## config.mk

```make
export PLATFORM = sky130hd
export DESIGN_NAME = cache_ctrl
export DESIGN_NICKNAME = d
export VERILOG_FILES = /design/src/l1_cache_pkg.sv /design/src/cache_ctrl.sv
export SDC_FILE = /design/constraint.sdc
export NUM_CORES = 1
export LEC_CHECK = 0
export ABC_AREA = 1
export BUFFER_PORTS_ARGS = -buffer_cell sky130_fd_sc_hd__buf_4
export CAP_MARGIN = 20
export CORE_AREA = 2 2 190 192
export CTS_BUF_LIST = sky130_fd_sc_hd__clkbuf_8
export CTS_CLUSTER_SIZE = 28
export DETAILED_ROUTE_END_ITERATION = 7
export DIE_AREA = 0 0 192 194
export SLEW_MARGIN = 20
export SYNTH_ARGS = -nofsm -noshare
export SYNTH_HDL_FRONTEND = slang
export SYNTH_SLANG_ARGS = --single-unit
export TNS_END_PERCENT = 5
```

## constraint.sdc

```tcl
create_clock -name CLK -period 6.1 [get_ports CLK]
set_input_delay 1.22 -clock CLK [delete_from_list [all_inputs] [get_ports CLK]]
set_output_delay 1.22 -clock CLK [all_outputs]
set_load 0.1 [all_outputs]
```

## src/l1_cache_pkg.sv

```systemverilog
// ====================
// shared types for the l1 data cache
//   word, address and byte-enable vectors
//   processor and memory bus structs
//   controller state enum
// ====================
`default_nettype none

package l1_cache_pkg;

    localparam int WORD_BYTES = 4; // bytes per word, address step

    typedef logic [31:0] word_t;
    typedef logic [31:0] addr_t;
    typedef logic [WORD_BYTES-1:0] byte_en_t; // one enable per byte lane

    // processor request into the cache
    typedef struct packed {
        logic     ren;
        logic     wen;
        addr_t    addr;
        word_t    wdata;
        byte_en_t byte_en;
    } cpu_req_t;

    // cache reply to the processor
    typedef struct packed {
        logic  busy;
        word_t rdata;
    } cpu_rsp_t;

    // line transfers to memory, whole words only
    typedef struct packed {
        logic  ren;
        logic  wen;
        addr_t addr;
        word_t wdata;
    } mem_req_t;

    typedef struct packed {
        logic  busy;
        word_t rdata;
    } mem_rsp_t;

    typedef enum logic [1:0] {
        IDLE,
        FETCH,
        WRITEBACK,
        FLUSH
    } cache_state_t;

endpackage

`default_nettype wire

```

## src/cache_ctrl.sv

```systemverilog
// ====================
// cache controller
//   hit detection and processor reply
//   miss handling, write-back then fill
//   whole-cache flush with pending request
// ====================
`timescale 1ns/1ps
`default_nettype none

module cache_ctrl import l1_cache_pkg::*; #(
    parameter int CACHE_SIZE = 1024,
    parameter int BLOCK_SIZE = 2,
    localparam int N_SETS   = CACHE_SIZE / (WORD_BYTES * BLOCK_SIZE),
    localparam int IDX_W    = $clog2(N_SETS),
    localparam int BLK_BITS = $clog2(BLOCK_SIZE),
    localparam int OFF_W    = BLK_BITS + (BLOCK_SIZE == 1),
    localparam int TAG_W    = $bits(addr_t) - IDX_W - BLK_BITS - $clog2(WORD_BYTES),
    localparam int LINE_W   = 2 + TAG_W + $bits(word_t) * BLOCK_SIZE
) (
    input  logic              CLK,
    input  logic              nRST,
    input  cpu_req_t          cpu_req,
    output cpu_rsp_t          cpu_rsp,
    output mem_req_t          mem_req,
    input  mem_rsp_t          mem_rsp,
    input  logic              flush,
    output logic              flush_done,
    output logic [IDX_W-1:0]  index,
    output logic              wen,
    output logic [LINE_W-1:0] wline,
    output logic [LINE_W-1:0] wmask,
    input  logic [LINE_W-1:0] rline,
    output logic              word_inc,
    output logic              word_clr,
    output logic              flush_step,
    output logic              flush_skip,
    output logic              flush_clr,
    input  logic [OFF_W-1:0]  word_num,
    input  logic              word_last,
    input  logic [IDX_W-1:0]  flush_set,
    input  logic [OFF_W-1:0]  flush_word,
    input  logic              flush_finish
);

    localparam int IDX_LSB = $clog2(WORD_BYTES) + BLK_BITS;
    localparam int TAG_LSB = IDX_LSB + IDX_W;
    localparam logic [OFF_W-1:0] LAST_WORD = OFF_W'(BLOCK_SIZE - 1);

    typedef struct packed {
        logic                   valid;
        logic                   dirty;
        logic [TAG_W-1:0]       tag;
        word_t [BLOCK_SIZE-1:0] data;
    } line_t;

    cache_state_t state, next_state;
    addr_t        addr_q, next_addr; // memory address of the current word
    logic         flush_pend, next_pend;

    line_t cur;  // line at the index
    line_t wr;   // new line bits
    line_t keep; // set bits keep old contents

    logic [TAG_W-1:0] req_tag;
    logic [IDX_W-1:0] req_idx;
    logic [OFF_W-1:0] req_off;
    logic             req, hit, flush_go;

    // byte address of one word in a line
    function automatic addr_t line_addr(input logic [TAG_W-1:0] tag,
                                        input logic [IDX_W-1:0] set,
                                        input logic [OFF_W-1:0] word);
        line_addr = (addr_t'(tag) << TAG_LSB)
                  | (addr_t'(set) << IDX_LSB)
                  | (addr_t'(word) << $clog2(WORD_BYTES));
    endfunction

    // request address fields
    assign req_tag = TAG_W'(cpu_req.addr >> TAG_LSB);
    assign req_idx = IDX_W'(cpu_req.addr >> IDX_LSB);
    assign req_off = OFF_W'(cpu_req.addr >> $clog2(WORD_BYTES)) & LAST_WORD;

    assign cur      = line_t'(rline);
    assign req      = cpu_req.ren | cpu_req.wen;
    assign hit      = cur.valid && (cur.tag == req_tag);
    assign flush_go = flush | flush_pend;

    assign index = (state == FLUSH) ? flush_set : req_idx;
    assign wline = wr;
    assign wmask = keep;

    always_comb begin
        next_state    = state;
        next_addr     = addr_q;
        cpu_rsp.busy  = 1'b1;
        cpu_rsp.rdata = cur.data[req_off];
        mem_req.ren   = 1'b0;
        mem_req.wen   = 1'b0;
        mem_req.addr  = '0;
        mem_req.wdata = '0;
        wen           = 1'b0;
        wr            = '0;
        keep          = '1;
        word_inc      = 1'b0;
        word_clr      = 1'b0;
        flush_step    = 1'b0;
        flush_skip    = 1'b0;
        flush_clr     = 1'b0;
        flush_done    = 1'b0;

        case (state)
            IDLE: begin
                word_clr = 1'b1; // next transfer starts at word 0
                if (flush_go) begin
                    next_state = FLUSH;
                end else if (req && hit) begin
                    cpu_rsp.busy = 1'b0;
                    if (cpu_req.wen) begin
                        wen              = 1'b1;
                        wr.dirty         = 1'b1;
                        keep.dirty       = 1'b0;
                        wr.data[req_off] = cpu_req.wdata;
                        for (int b = 0; b < WORD_BYTES; b++) begin
                            keep.data[req_off][8*b +: 8] = {8{~cpu_req.byte_en[b]}};
                        end
                    end
                end else if (req) begin
                    // miss, the victim is the line at the index
                    if (cur.valid && cur.dirty) begin
                        next_addr  = line_addr(cur.tag, req_idx, '0);
                        next_state = WRITEBACK;
                    end else begin
                        next_addr  = line_addr(req_tag, req_idx, '0);
                        next_state = FETCH;
                    end
                end
            end

            WRITEBACK: begin
                mem_req.wen   = 1'b1;
                mem_req.addr  = addr_q;
                mem_req.wdata = cur.data[word_num];
                if (!mem_rsp.busy) begin
                    word_inc  = 1'b1;
                    next_addr = addr_q + addr_t'(WORD_BYTES);
                    if (word_last) begin
                        wen        = 1'b1; // drop the old line
                        keep.valid = 1'b0;
                        keep.dirty = 1'b0;
                        next_addr  = line_addr(req_tag, req_idx, '0);
                        next_state = FETCH;
                    end
                end
            end

            FETCH: begin
                mem_req.ren  = 1'b1;
                mem_req.addr = addr_q;
                if (!mem_rsp.busy) begin
                    word_inc  = 1'b1;
                    next_addr = addr_q + addr_t'(WORD_BYTES);
                    wen       = 1'b1;
                    wr.data[word_num]   = mem_rsp.rdata;
                    keep.data[word_num] = '0;
                    // invalid until the last word lands
                    wr.valid   = word_last;
                    wr.tag     = req_tag;
                    keep.valid = 1'b0;
                    keep.dirty = 1'b0;
                    keep.tag   = '0;
                    if (word_last) begin
                        next_state = IDLE;
                    end
                end
            end

            FLUSH: begin
                if (flush_finish) begin
                    flush_done = 1'b1;
                    flush_clr  = 1'b1;
                    next_state = IDLE;
                end else if (cur.valid && cur.dirty) begin
                    mem_req.wen   = 1'b1;
                    mem_req.addr  = line_addr(cur.tag, flush_set, flush_word);
                    mem_req.wdata = cur.data[flush_word];
                    if (!mem_rsp.busy) begin
                        flush_step = 1'b1;
                        if (flush_word == LAST_WORD) begin
                            wen  = 1'b1; // whole line to zero
                            keep = '0;
                        end
                    end
                end else begin
                    // clean or invalid, clear and move on
                    wen        = 1'b1;
                    keep       = '0;
                    flush_skip = 1'b1;
                end
            end

            default: next_state = IDLE;
        endcase
    end

    // a flush seen during a miss waits for IDLE
    always_comb begin
        next_pend = flush_pend;
        if (state == IDLE) begin
            next_pend = 1'b0;
        end else if (flush && state != FLUSH) begin
            next_pend = 1'b1;
        end
    end

    always_ff @(posedge CLK, negedge nRST) begin
        if (!nRST) begin
            state      <= IDLE;
            flush_pend <= 1'b0;
        end else begin
            state      <= next_state;
            flush_pend <= next_pend;
        end
    end

    always_ff @(posedge CLK) begin
        addr_q <= next_addr;
    end

endmodule

`default_nettype wire

```

==> impl_metrics.env <==
export IMPL_finalSetupViolCount=0
export IMPL_holdBufCountCts=0
export IMPL_area_delta_synth_final_pct=43.9
export IMPL_violations="DRC"
export IMPL_crit_type="primary input to output pin"
export IMPL_core_area_um2=35200
export IMPL_io_pins=494
export IMPL_antenna_found_initial=1
export IMPL_synth_seq_cells=33
export IMPL_cts_made_buffers=5
export IMPL_period_share_pct=80.2
export IMPL_required_ns=4.88
export IMPL_grt_max_degree=96
export IMPL_fp_dieH_um=194
export IMPL_n_fill_cell=4022
export IMPL_rsz0062_at_grt="no"
export IMPL_htree_levels=2
export IMPL_via_count=11100
export IMPL_path_cells="buf_4 -> xnor2_1 -> nand3_1 -> nor2_1 -> nand2_2 -> nor2_8 -> nand4_1 -> nand2_1 -> buf_4"
export IMPL_finClkSkew_ns=0.0116
export IMPL_antennaDiodeCount=0
export IMPL_cts_sinks=33
export IMPL_setup_ws_ns=1.21
export IMPL_io_buffers=489
export IMPL_drt_initial_drc_count=574
export IMPL_synth_edf_count=30
export IMPL_crit_top_cell="buf_4"
export IMPL_slowest_delay_ns=0.63
export IMPL_first_pass_iters=8
export IMPL_finalCriticalPeriod_ns=4.89
export IMPL_synth_warnings=0
export IMPL_synth_async_reset_ratio_pct=9.09
export IMPL_synth_cell_types=40
export IMPL_whs_ns=0.564
export IMPL_cts_setup_buffers=0
export IMPL_worstMarginPinSlew_ns=1.04
export IMPL_place_area_um2=11300
export IMPL_insertion_delay_ns=0.30
export IMPL_routed_wl_um=40600
export IMPL_slew_viol_final=0
export IMPL_root_buffer="clkbuf_8"
export IMPL_via_per_inst=4.74
export IMPL_ys_flop_type="edfxtp_1"
export IMPL_start_util_pct=22.5
export IMPL_grt_util_all_layers_pct=20.8
export IMPL_avgSynthCellArea_um2=5.14
export IMPL_endpoint_kind="output pin"
export IMPL_postSynthCellCount=1541
export IMPL_cp_top_family="simple AND/OR/NAND/NOR gates"
export IMPL_drv_cap=0
export IMPL_clk_pin_slew_ns=0.07
export IMPL_cts_resized_gates=0
export IMPL_hpwlAfterDp_um=32400
export IMPL_critPathMaxFanout=64
export IMPL_fin_nets=2090
export IMPL_wl_per_cell_um=17.4
export IMPL_fmax_ghz=0.204
export IMPL_grt_pass1_vias=10600
export IMPL_die_w_um=192
export IMPL_grt_pass1_wl_um=61100
export IMPL_rows=69
export IMPL_cts_path_max_buffers=2
export IMPL_hold_viol=0
export IMPL_netlist_area_um2=7920
export IMPL_yosysSeqAreaShare_pct=12.3
export IMPL_design_area_um2=11400
export IMPL_drive_gt1_share_pct=28.5
export IMPL_status="finished with violations"
export IMPL_min_path_type="flop to flop"
export IMPL_grt_overflow_total=0
export IMPL_gp_congestion=0.944
export IMPL_cp_data_arrival_time_ns=3.67
export IMPL_cp_slowest_cell="nor2_8"
export IMPL_slew_limit_headroom_pct=30.6
export IMPL_antenna_left=0
export IMPL_drc=2
export IMPL_start_kind="primary input"
export IMPL_cp_num_buf_inv=2
export IMPL_place_ws_ns=1.25
export IMPL_cts_tree="yes"
export IMPL_die_area_um2=37200
==> logic make-up after synthesis <==
family | Yosys count | synth area share (%)
AND/OR/NAND/NOR | 867 | 46.1
buffers and inverters | 386 | 22.9
AO/OA/AOI/OAI | 241 | 16.9
flip-flops | 33 | 12.3
XOR/XNOR | 7 | 0.774
adder cells (fa/ha/maj) | 6 | 0.948
other | 1 | 0.0473
==> registers in the layout (all words and copies together) (netlist names) <==
register	flops
addr_q	30
state	2
flush_pend	1
==> cell usage after synthesis, types with 2 or more instances <==
cell      instances  share of area [%]
buf_1             5               0.24
a21oi_1          25                1.6
nor2_1          234                 11
nor3_1            4               0.25
dfrtp_1           3               0.95
buf_6             6               0.85
or2_2             5               0.39
inv_1           205                9.7
nand2_1         431                 20
nor2_2            3               0.24
xnor2_1           4               0.44
xor2_1            3               0.33
a22oi_1          27                2.6
o22ai_1           4               0.32
nand4_1          78                6.2
inv_2             6               0.28
o211ai_1          2               0.19
a211oi_1         15                1.4
clkbuf_1         68                3.2
buf_4            80                7.6
buf_2            15               0.95
a221oi_1          3               0.33
o21ai_0         160                 10
edfxtp_1         30                 11
ha_1              6               0.95
nand3_1         105                6.6
==> worst paths after layout <==
check / start / to / slack (ns) / depth (start not counted)
setup / recovery: cpu_req[46] / wline[57] / 1.21 / 9
hold / removal: flush_pend / flush_pend / 0.56 / 2
setup reg to reg: state[0] / addr_q[12] / 3.22 / 9
hold reg to reg: flush_pend / flush_pend / 0.56 / 2
max in group asynchronous: nRST / state[0] / 5.29 / 1
min in group asynchronous: nRST / flush_pend / 0.71 / 1
==> worst register-to-register path: stages (launching register included) <==
cell and delay, ns:
dfrtp_1 0.42, inv_1 0.13, ha_1 0.15, buf_4 0.35
nand2_1 0.34, inv_1 0.51, nand2_1 0.16, o21ai_0 0.38
a22oi_1 0.17, o31ai_1 0.12
==> metrics by stage <==
step / instances / setup TNS [ns] / util, %
final: 2341 / 0 / 32.3
after global routing: 2341 / 0 / 32.3
after CTS: 2341 / 0 / 32.3
after detailed placement: 2333 / 0 / 32.0
after global placement: 2333 / 0 / 32.0
after floorplan: 1542 / -0.0625 / -
==> layer usage <==
metal | track usage [%] | up-vias | wire length (um)
met5 | 0 | - | 13
met4 | 5.77 | 2 | 1160
met3 | 3.71 | 54 | 2870
met2 | 38.1 | 432 | 20400
met1 | 24.5 | 5077 | 16200
li1 | - | 5540 | -
==> cell usage in the layout, fill, tap and decap left out, drive strengths merged <==
| master | count |
|---|---|
| bufinv | 1 |
| a31oi | 1 |
| inv | 212 |
| xnor2 | 4 |
| dfrtp | 3 |
| clkbuf | 5 |
| a21o | 1 |
| a221oi | 3 |
| conb | 2 |
| a211oi | 15 |
| o31ai | 1 |
| xor2 | 3 |
| nand3 | 105 |
| nor2 | 239 |
| o211ai | 2 |
| or2 | 5 |
| nor4 | 1 |
| o21bai | 1 |
| nand2 | 432 |
| nor3 | 4 |
| a22oi | 27 |
| o21ai | 161 |
| nand3b | 1 |
| nand4 | 79 |
| edfxtp | 30 |
| and2 | 1 |
| buf | 504 |
| o22ai | 4 |
| clkinv | 2 |
| a21oi | 25 |
| ha | 6 |
==> cell type report <==
type | count | area (um2) | share of cell area, %
inverters | 212 | 796 | 6.98
clock inverters | 3 | 37.5 | 0.329
clock buffers | 5 | 68.8 | 0.604
flip-flops and latches | 33 | 976 | 8.56
well taps | 461 | 577 | 5.06
repair buffers | 504 | 3780 | 33.2
multi-input cells | 1123 | 5160 | 45.3
Power is left out: the tool's default activity adds up to more than one toggle a clock period on the data nets, which glitch-free logic cannot reach.
