`src/l1_cache_pkg.sv`:
```
// ====================
// shared types for the l1 data cache
//   word, address and byte-enable vectors
//   processor and memory bus structs
//   controller state enum
// ====================
`default_nettype none

package l1_cache_pkg;

    localparam int WORD_BYTES = 4; // bytes per word, address step

    typedef logic [31:0] word_t;
    typedef logic [31:0] addr_t;
    typedef logic [WORD_BYTES-1:0] byte_en_t; // one enable per byte lane

    // processor request into the cache
    typedef struct packed {
        logic     ren;
        logic     wen;
        addr_t    addr;
        word_t    wdata;
        byte_en_t byte_en;
    } cpu_req_t;

    // cache reply to the processor
    typedef struct packed {
        logic  busy;
        word_t rdata;
    } cpu_rsp_t;

    // line transfers to memory, whole words only
    typedef struct packed {
        logic  ren;
        logic  wen;
        addr_t addr;
        word_t wdata;
    } mem_req_t;

    typedef struct packed {
        logic  busy;
        word_t rdata;
    } mem_rsp_t;

    typedef enum logic [1:0] {
        IDLE,
        FETCH,
        WRITEBACK,
        FLUSH
    } cache_state_t;

endpackage

`default_nettype wire

```
`src/line_counters.sv`:
```
// ====================
// transfer counters
//   word counter for fills and write-backs
//   flush walker over sets and words
// ====================
`timescale 1ns/1ps
`default_nettype none

module line_counters import l1_cache_pkg::*; #(
    parameter int CACHE_SIZE = 1024,
    parameter int BLOCK_SIZE = 2,
    localparam int N_SETS = CACHE_SIZE / (WORD_BYTES * BLOCK_SIZE),
    localparam int IDX_W  = $clog2(N_SETS),
    localparam int OFF_W  = $clog2(BLOCK_SIZE) + (BLOCK_SIZE == 1)
) (
    input  logic             CLK,
    input  logic             nRST,
    input  logic             word_inc,
    input  logic             word_clr,
    input  logic             flush_step,
    input  logic             flush_skip,
    input  logic             flush_clr,
    output logic [OFF_W-1:0] word_num,
    output logic             word_last,
    output logic [IDX_W-1:0] flush_set,
    output logic [OFF_W-1:0] flush_word,
    output logic             flush_finish
);

    localparam logic [OFF_W-1:0] LAST_WORD = OFF_W'(BLOCK_SIZE - 1);

    logic flush_word_last;

    assign word_last       = (word_num == LAST_WORD);
    assign flush_word_last = (flush_word == LAST_WORD);

    // wraps to zero after the last word of a line
    always_ff @(posedge CLK, negedge nRST) begin
        if (!nRST) begin
            word_num <= '0;
        end else if (word_clr) begin
            word_num <= '0;
        end else if (word_inc) begin
            word_num <= word_last ? '0 : word_num + 1'b1;
        end
    end

    // finish is the carry out of the set count
    always_ff @(posedge CLK, negedge nRST) begin
        if (!nRST) begin
            flush_finish <= 1'b0;
            flush_set    <= '0;
            flush_word   <= '0;
        end else if (flush_clr) begin
            flush_finish <= 1'b0;
            flush_set    <= '0;
            flush_word   <= '0;
        end else if (flush_skip || (flush_step && flush_word_last)) begin
            flush_word                <= '0;
            {flush_finish, flush_set} <= {flush_finish, flush_set} + 1'b1;
        end else if (flush_step) begin
            flush_word <= flush_word + 1'b1;
        end
    end

endmodule

`default_nettype wire

```
`config.mk`:
```
export PLATFORM = sky130hd
export DESIGN_NAME = line_counters
export DESIGN_NICKNAME = d
export VERILOG_FILES = /design/src/l1_cache_pkg.sv /design/src/line_counters.sv
export SDC_FILE = /design/constraint.sdc
export NUM_CORES = 1
export LEC_CHECK = 0
export ABC_CLOCK_PERIOD_IN_PS = 2200
export BUFFER_PORTS_ARGS = -buffer_cell sky130_fd_sc_hd__buf_4
export CORE_AREA = 10 10 47 49
export CTS_BUF_LIST = sky130_fd_sc_hd__clkbuf_8
export CTS_CLUSTER_SIZE = 12
export DETAILED_ROUTE_END_ITERATION = 8
export DIE_AREA = 0 0 57 59
export SYNTH_ARGS = -nofsm -noshare
export SYNTH_HDL_FRONTEND = slang
export SYNTH_SLANG_ARGS = --single-unit
```
`constraint.sdc`:
```
create_clock -name CLK -period 2.2 [get_ports CLK]
set_input_delay 0.22 -clock CLK [delete_from_list [all_inputs] [get_ports CLK]]
set_output_delay 0.22 -clock CLK [all_outputs]
set_load 0.005 [all_outputs]
```
==> impl_metrics.ini, run 1 <==
[global_routing]
grt_max_degree = 15
grt_pass1_vias = 415
grt_pass1_wl_mm = 1.856
antenna_found_initial = 0
overflow = 0
grt_usage_pct = 7.230

[worst_setup_path]
cp-startpoint = flush_set[0]
end_kind = flop
crit_required_ps = 2360
cp_max_fo = 4
path_class = flop to flop
worstSetupStartpointType = flop
arrival_ps = 1580
r2r-start = flush_set[0]

[synthesis]
syn_nets = 55
synth_area_leaders = dfrtp_1 (52%), a21oi_1 (7.3%), o31ai_1 (4.7%), or4_1 (4.7%), xnor2_1 (3.7%)
synth_top_area_share_pct = 52.22
yosysMostFrequentCell = dfrtp_1
ys_seq_area_share_pct = 52.22
async_flop_share_pct = 100.0
synth_cell_types = 21
synth_seq_cells = 10
syn_avg_cell_area_um2 = 10.20
syn-cell-area_um2 = 479.2
synth_edf_count = 0
synth-main-ff-cell = dfrtp_1
synth_top_area_cell = dfrtp_1
synth_commonest_cells = dfrtp_1 (10), a21oi_1 (7)
ys_warn_count = 0
syn-instance-count = 47

[routing]
ant_nets = 0
drc = 0
wl_per_cell_um = 13.93
vias = 423
vias_per_cell = 5.159
drtIter0Drc = 5
wl_mm = 1.142
firstDrtPassIters = 2

[sta]
slew_headroom_pct = 86.47
grt_setup_unrepaired = no
fmax_mhz = 704.9
hold_viol_final = 0
fin_crit_ps = 1419
fin_crit_sh_pct = 64.48
worstMarginPinSlew_ps = 201.2
fin_setup_tns_ps = 0
whs_ps = 127.9
setup_viol = 0
drv_slew = 0
skew_ps = 1.980

[power_and_ir_drop]
p_per_area_mw_per_mm2 = 655.5
ir_drop_mv = 0.3630
power.leakage_nw = 0.3025

[cells_and_area]
finalNetCount = 76
final-seq-area_um2 = 250.2
multi_input_area_um2 = 209.0
fillers = 137
drive_gt1_share_pct = 34.85
area_growth_pct = 39.69
final_cells = 82
diodes = 0

[outcome]
status = finished clean

[clocking]
cts_hold_buf = 1
clock_path_buffers = 2
root_buffer = clkbuf_8
cts_setup_buffers = 0
cts.clk_slew.worst_paths_ps = 40
cts_buffers = 3
cts.sinks = 10
cts_tree = yes
clkLatencyLatePin_ps = 230
h-tree-depth = 1
cts_resized = 0

[floorplan]
die_w_um = 57
coreArea_mm2 = 0.001401
pin_count = 18
std_cell_rows = 14
start_util_pct = 34.20
die_y_um = 59
floorplan.die_area_mm2 = 0.003363

[placed_design]
port_buffers = 17
hpwlAfterDp_um = 855.9
gp_congestion = 0.6802
dp.cells = 78

[worst_hold_path]
hp-class = primary input to flop
min_from = word_clr

[run]
drv_cap = 0
## layout by cell type, fill, tap and decap left out, drive strengths merged
master       count
xnor2            2
nand2            2
dlygate4sd3      1
inv              1
nand3            2
nand4            1
clkbuf           3
o31ai            3
or4              3
dfrtp           10
or3              3
buf             18
xor2             1
a21oi            7
nor3             1
nor2             3
o21ai            3
mux2i            1
ha               1
## logic make-up after synthesis
logic type,share of synthesized area (%)
multiplexers,2.089
buffers and inverters,4.176
XOR/XNOR,5.484
AO/OA/AOI/OAI,15.14
AND/OR/NAND/NOR,18.28
flip-flops,52.22
adder cells (fa/ha/maj),2.611
## registers in the layout, indices dropped and copies added (netlist names)
| signal | flops |
|---|---|
| flush_finish | 1 |
| flush_set | 7 |
| flush_word | 1 |
| word_last | 1 |
## where the power goes
part	switching, mW	leakage (nW)	internal [mW]
Combinational	0.0236	0.144	0.0294
Clock	0.0662	0.0216	0.119
Sequential	0.00836	0.137	0.192
Total	0.0982	0.302	0.341
## worst paths after layout
| path | endpoint | slack (ps) | depth (start not counted) |
|---|---|---|---|
| max | flush_set[6] | 780 | 4 |
| min reg2reg | word_last | 550 | 2 |
| min | word_last | 130 | 2 |
| min in group asynchronous | word_last | 360 | 2 |
| max reg2reg | flush_set[6] | 780 | 4 |
| max in group asynchronous | flush_set[4] | 1700 | 2 |
## worst max-delay path: stages (launching register included)
cell and delay (ps):
dfrtp_1 410, ha_1 190, nand3_1 120, or4_1 480
a21oi_1 140
## metrics by stage
step | worst slack, ps | area (um2) | power [mW] | utilization (%)
finish | 781.3 | 669.4 | 0.4388 | 47.77
global route | 700.2 | 669.4 | 0.4638 | 47.77
CTS | 767.7 | 669.4 | 0.4464 | 47.77
detailed placement | 782.9 | 618.1 | 0.2556 | 44.11
global placement | 824.3 | 618.1 | 0.2556 | 44.11
floorplan | 839.2 | 479.2 | 0.2257 | -
## per-layer routing
metal | part of all wire (%) | track usage (%) | vias to the layer above
met5 | 0 | 0 | -
met1 | 42 | 6.796 | 197
met3 | 7.6 | 3.863 | 5
met2 | 47 | 11.01 | 11
met4 | 3.3 | 7.047 | 0
li1 | - | - | 210
## area by class of cell
type | instances | share of cell area (%)
timing repair buffer | 19 | 21.68
clock buffer | 3 | 6.168
inverter | 1 | 0.5607
sequential | 10 | 37.38
tap | 16 | 2.991
multi-input combinational | 33 | 31.21
Note: power is estimated with default switching activity, not from simulation.
==> inputs of run 2 (changes only) <==
--- a/config.mk
+++ b/config.mk
@@ -5,7 +5,7 @@
 export SDC_FILE = /design/constraint.sdc
 export NUM_CORES = 1
 export LEC_CHECK = 0
-export ABC_CLOCK_PERIOD_IN_PS = 2200
+export ABC_CLOCK_PERIOD_IN_PS = 1150
 export BUFFER_PORTS_ARGS = -buffer_cell sky130_fd_sc_hd__buf_4
 export CORE_AREA = 10 10 47 49
 export CTS_BUF_LIST = sky130_fd_sc_hd__clkbuf_8
==> constraint.sdc (replaced) <==
create_clock -name CLK -period 1.15 [get_ports CLK]
set_input_delay 0.115 -clock CLK [delete_from_list [all_inputs] [get_ports CLK]]
set_output_delay 0.115 -clock CLK [all_outputs]
set_load 0.005 [all_outputs]
==> run 2 against run 1 <==
The flow now finishes with violations (setup timing). Worst setup slack lost 910 ps. Clock-buffer cell count grew 1. Design area grew 39%. Non-clock buffer count grew 21. Critical path depth is the same. Largest power group is now clock. Highest routed layer unchanged.
==> impl_metrics.ini, run 2 (synthesized netlist as in run 1, its figures left out) <==
[sta]
worstMarginPinSlew_ps = 223.7
setup_viol = 5
hold_viol_final = 0
fin_ws_ps = -129.7
fin_crit_sh_pct = 111.3
drv_slew = 0
grt_setup_unrepaired = yes
slew_headroom_pct = 84.93
whs_ps = 23.09
skew_ps = 1.571
fin_crit_ps = 1280
fmax_mhz = 781.5
fin_setup_tns_ps = -354.9

[global_routing]
grt_usage_pct = 10.00
grt_max_degree = 11
antenna_found_initial = 0
overflow = 0
grt_pass1_wl_mm = 2.559
grt_pass1_vias = 546

[clocking]
h-tree-depth = 1
cts.sinks = 10
cts_tree = yes
root_buffer = clkbuf_8
clkLatencyLatePin_ps = 240
cts_buffers = 3
cts.clk_slew.worst_paths_ps = 50
clock_path_buffers = 2

[power_and_ir_drop]
p_per_area_mw_per_mm2 = 1078
ir_drop_mv = 0.6971
p_total_mw = 1.005
power.leakage_nw = 0.4294

[floorplan]
floorplan.die_area_mm2 = 0.003363
start_util_pct = 34.20
std_cell_rows = 14
coreArea_mm2 = 0.001401
die_y_um = 59
die_w_um = 57
pin_count = 18

[routing]
wl_mm = 1.634
ant_nets = 0
firstDrtPassIters = 2
wl_per_cell_um = 15.56
drtIter0Drc = 1
vias_per_cell = 4.943
drc = 0
vias = 519

[cells_and_area]
area_growth_pct = 94.52
drive_gt1_share_pct = 60.67
diodes = 0
finish.utilization_pct = 66.52
final_cells = 105
regMostFlops = flush_set
mostFrequentLayoutCell = buf_4
final_cell_mix = buf_4 (32), dfrtp_1 (9), buf_6 (6), a21oi_1 (4), clkbuf_8 (4)
finalNetCount = 98
largest_reg_flops = 7

[placed_design]
dp.cells = 94
port_buffers = 17
gp_congestion = 0.7106
hpwlAfterDp_mm = 1.075

[worst_setup_path]
cp_max_fo = 3
arrival_ps = 1450
crit_required_ps = 1320
end_kind = flop
worstSetupStartpointType = flop
path_class = flop to flop

[outcome]
status = finished with violations
violations = setup timing

[run]
drv_cap = 0

[worst_hold_path]
hp-class = primary input to flop
## run 2: repair_timing
action | in CTS | in global routing
endpoints found under the hold margin | 10 | 0
cloned | 1 | 0
buffers inserted | 4 | 2
setup endpoints to repair | 8 | 11
resized for setup | 1 | 14
hold buffers | 1 | 0
pin swaps | 3 | 5
## run 2: cell type report
cell class,instances,area [um2]
Multi-Input combinational cell,34,264.0
Clock buffer,4,55.05
Timing Repair Buffer,40,337.8
Inverter,1,3.754
Fill cell,122,469.2
Tap cell,16,20.02
Sequential cell,10,251.5
## run 2: final timing paths
check                              from            to  slack, ps  depth (start not counted)
min in group asynchronous          nRST  flush_set[5]        240                          2
max in group asynchronous          nRST  flush_set[3]        760                          2
max reg2reg                flush_set[1]  flush_set[6]       -130                          4
min                            word_clr     word_last         20                          2
max                        flush_set[1]  flush_set[6]       -130                          4
min reg2reg                flush_finish  flush_finish        540                          2
## run 2: power by group
| part | internal [mW] | total (mW) | leakage [nW] | switching [mW] |
|---|---|---|---|---|
| sequential | 0.367 | 0.379 | 0.135 | 0.0128 |
| clock | 0.302 | 0.453 | 0.0288 | 0.151 |
| combinational | 0.0998 | 0.173 | 0.266 | 0.0731 |
## run 2: per-layer routing
layer	vias up	part of all wire, %	global-route usage (%)
met5	-	0	0
met4	0	3.2	8.054
met3	5	7.5	5.150
met2	11	53	16.12
met1	248	37	9.425
li1	255	-	-
## run 2: critical path, cell delays in order (launching register included)
cell and delay, ps:
dfrtp_1 370, ha_2 200, nand3_2 100, or4_4 420
a21oi_2 120
## run 2: per-stage QoR
| step | instance area, um2 | worst slack, ps |
|---|---|---|
| after global routing | 932.1 | -194.4 |
| after floorplan | 493.0 | -126.7 |
| final | 932.1 | -129.7 |
| after detailed placement | 749.5 | -106.9 |
| after CTS | 873.3 | -121.8 |
| after global placement | 749.5 | -95.44 |
==> inputs of run 3 (changes only) <==
--- a/config.mk
+++ b/config.mk
@@ -5,7 +5,7 @@
 export SDC_FILE = /design/constraint.sdc
 export NUM_CORES = 1
 export LEC_CHECK = 0
-export ABC_CLOCK_PERIOD_IN_PS = 1150
+export ABC_CLOCK_PERIOD_IN_PS = 1200
 export BUFFER_PORTS_ARGS = -buffer_cell sky130_fd_sc_hd__buf_4
 export CORE_AREA = 10 10 47 49
 export CTS_BUF_LIST = sky130_fd_sc_hd__clkbuf_8
==> constraint.sdc (replaced) <==
create_clock -name CLK -period 1.2 [get_ports CLK]
set_input_delay 0.12 -clock CLK [delete_from_list [all_inputs] [get_ports CLK]]
set_output_delay 0.12 -clock CLK [all_outputs]
set_load 0.005 [all_outputs]
==> run 3 against run 2 <==
The run still ends with setup timing left. Register-to-register slack gained 50 ps. Clock power shrank 27%. Sequential power shrank 4%. Flip-flop and latch count is the same. Clock-buffer cell count shrank 1. Power shrank 18%. Non-clock buffer count shrank 11. Critical path type unchanged. Critical endpoint unchanged. Largest cell class is now sequential cells. Highest routed layer unchanged.
==> impl_metrics.ini, run 3 (synthesized netlist as in run 1, its figures left out) <==
[routing]
ant_nets = 0
drc = 0
wl_met1_um = 547
dr_wl_met2_um = 629
firstDrtPassIters = 3
wl_mm = 1.258
top_layer_used = met4
vias = 458
wl_met3_um = 69
wl_per_cell_um = 13.67
vias_per_cell = 4.978
drtIter0Drc = 8

[placed_design]
port_buffers = 17
dp.cells = 87
gp_congestion = 0.6747
hpwlAfterDp_um = 929.4

[cells_and_area]
fillers = 127
mostFrequentLayoutCell = buf_4
regMostFlops = flush_set
area_growth_pct = 60.31
diodes = 0
final_cells = 92
finalNetCount = 86
final_cell_mix = buf_4 (28), dfrtp_1 (10), a21oi_1 (5), nor2_1 (3), clkbuf_8 (3)
largest_reg_flops = 7
drive_gt1_share_pct = 51.32

[clocking]
h-tree-depth = 1
cts.sinks = 10
clock_path_buffers = 2
cts_buffers = 3
cts_tree = yes
clkLatencyLatePin_ps = 230
cts.clk_slew.worst_paths_ps = 40
root_buffer = clkbuf_8

[power_and_ir_drop]
p_per_area_mw_per_mm2 = 1070
sw_frac_of_total_pct = 21.74
p_int_mw = 0.6432
p_seq_share_pct = 44.2
ir_drop_mv = 0.4921
p_comb_share_pct = 15.4
p_total_mw = 0.8219
power.leakage_nw = 0.3521
p_clk_share_pct = 40.4
power.switching_mw = 0.1787

[run]
drv_cap = 0

[sta]
grt_setup_unrepaired = yes
slew_headroom_pct = 86.48
fin_ws_ps = -84.24
worstMarginPinSlew_ps = 201.6
fmax_mhz = 778.7
skew_ps = 0.7859
setup_viol = 6
hold_viol_final = 0
drv_slew = 0
fin_crit_sh_pct = 107.0
fin_crit_ps = 1284

[global_routing]
grt_usage_pct = 7.970
antenna_found_initial = 0
grt_pass1_wl_mm = 2.097
overflow = 0
grt_pass1_vias = 482
grt_max_degree = 11

[floorplan]
std_cell_rows = 14
die_y_um = 59
floorplan.die_area_mm2 = 0.003363
pin_count = 18
coreArea_mm2 = 0.001401
die_w_um = 57
start_util_pct = 34.20

[worst_setup_path]
crit_chain = a21oi_1 > buf_4 > or4_4 > a21oi_2
worstSetupStartpointType = flop
arrival_ps = 1440
critPathBufInv = 1
cp_max_fo = 10
critPathTopFamily = simple AND/OR/NAND/NOR gates
crit_required_ps = 1360
path_class = flop to flop
critPathMaxStageDelay_ps = 510
crit_slowest_cell = or4_4
end_kind = flop

[worst_hold_path]
hp-class = primary input to flop

[outcome]
violations = setup timing
status = finished with violations
-- run 3: worst reg2reg max path, stage by stage (launching register included) --
cell	delay (ps)
dfrtp_1	340
a21oi_1	70
buf_4	160
or4_4	520
a21oi_2	140
-- run 3: layout make-up --
| type | count | area (um2) | share of cell area, % |
|---|---|---|---|
| repair buffers | 29 | 220.2 | 28.66 |
| multi-input cells | 33 | 232.7 | 30.29 |
| well taps | 16 | 20.02 | 2.606 |
| flip-flops and latches | 10 | 250.2 | 32.57 |
| clock buffers | 3 | 41.29 | 5.375 |
| inverters | 1 | 3.754 | 0.4886 |
-- run 3: final timing paths --
path / slack, ps / endpoint / depth (start not counted) / start
max reg2reg: -80 / flush_set[6] / 4 / flush_word
max: -80 / flush_set[6] / 4 / flush_word
min in group asynchronous: 260 / flush_finish / 2 / nRST
max in group asynchronous: 800 / flush_set[5] / 2 / nRST
min: 40 / word_last / 2 / word_clr
min reg2reg: 550 / flush_finish / 2 / flush_finish
-- run 3: timing repair --
action                                 in CTS  in global routing
pin swaps                                   3                  3
endpoints found under the hold margin      10                  0
gates cloned                                0                  0
setup endpoints to repair                   6                  8
setup buffers                               0                  1
resized for setup                           0                  5
hold buffers                                1                  0
-- run 3: metrics by stage --
step                setup TNS, ps  utilization [%]  setup WS, ps  cell area (um2)  hold slack [ps]
global route               -885.8            54.82        -159.1            768.2            26.18
floorplan                  -76.79                -        -76.79            489.2           -175.6
detailed placement         -223.1            49.46        -67.92            693.2           -42.48
finish                     -277.3            54.82        -84.24            768.2            36.05
CTS                        -226.8            53.13        -63.68            744.5            29.45
global placement           -165.8            49.46        -60.69            693.2           -41.26
-- run 3: metal layers --
metal / global-route usage [%] / vias to the layer above
met1: 9.345 / 219
met4: 6.040 / 0
met5: 0 / -
met2: 11.47 / 8
met3: 3.004 / 2
li1: - / 229
-- run 3: power by group through the flow --
| stage | sequential, mW | combinational [mW] | clock [mW] |
|---|---|---|---|
| after floorplan | 0.372 | 0.0440 | 0 |
| after global placement | 0.368 | 0.123 | 0 |
| after detailed placement | 0.368 | 0.123 | 0 |
| after CTS | 0.363 | 0.127 | 0.353 |
| after global routing | 0.365 | 0.142 | 0.371 |
| final | 0.363 | 0.127 | 0.332 |
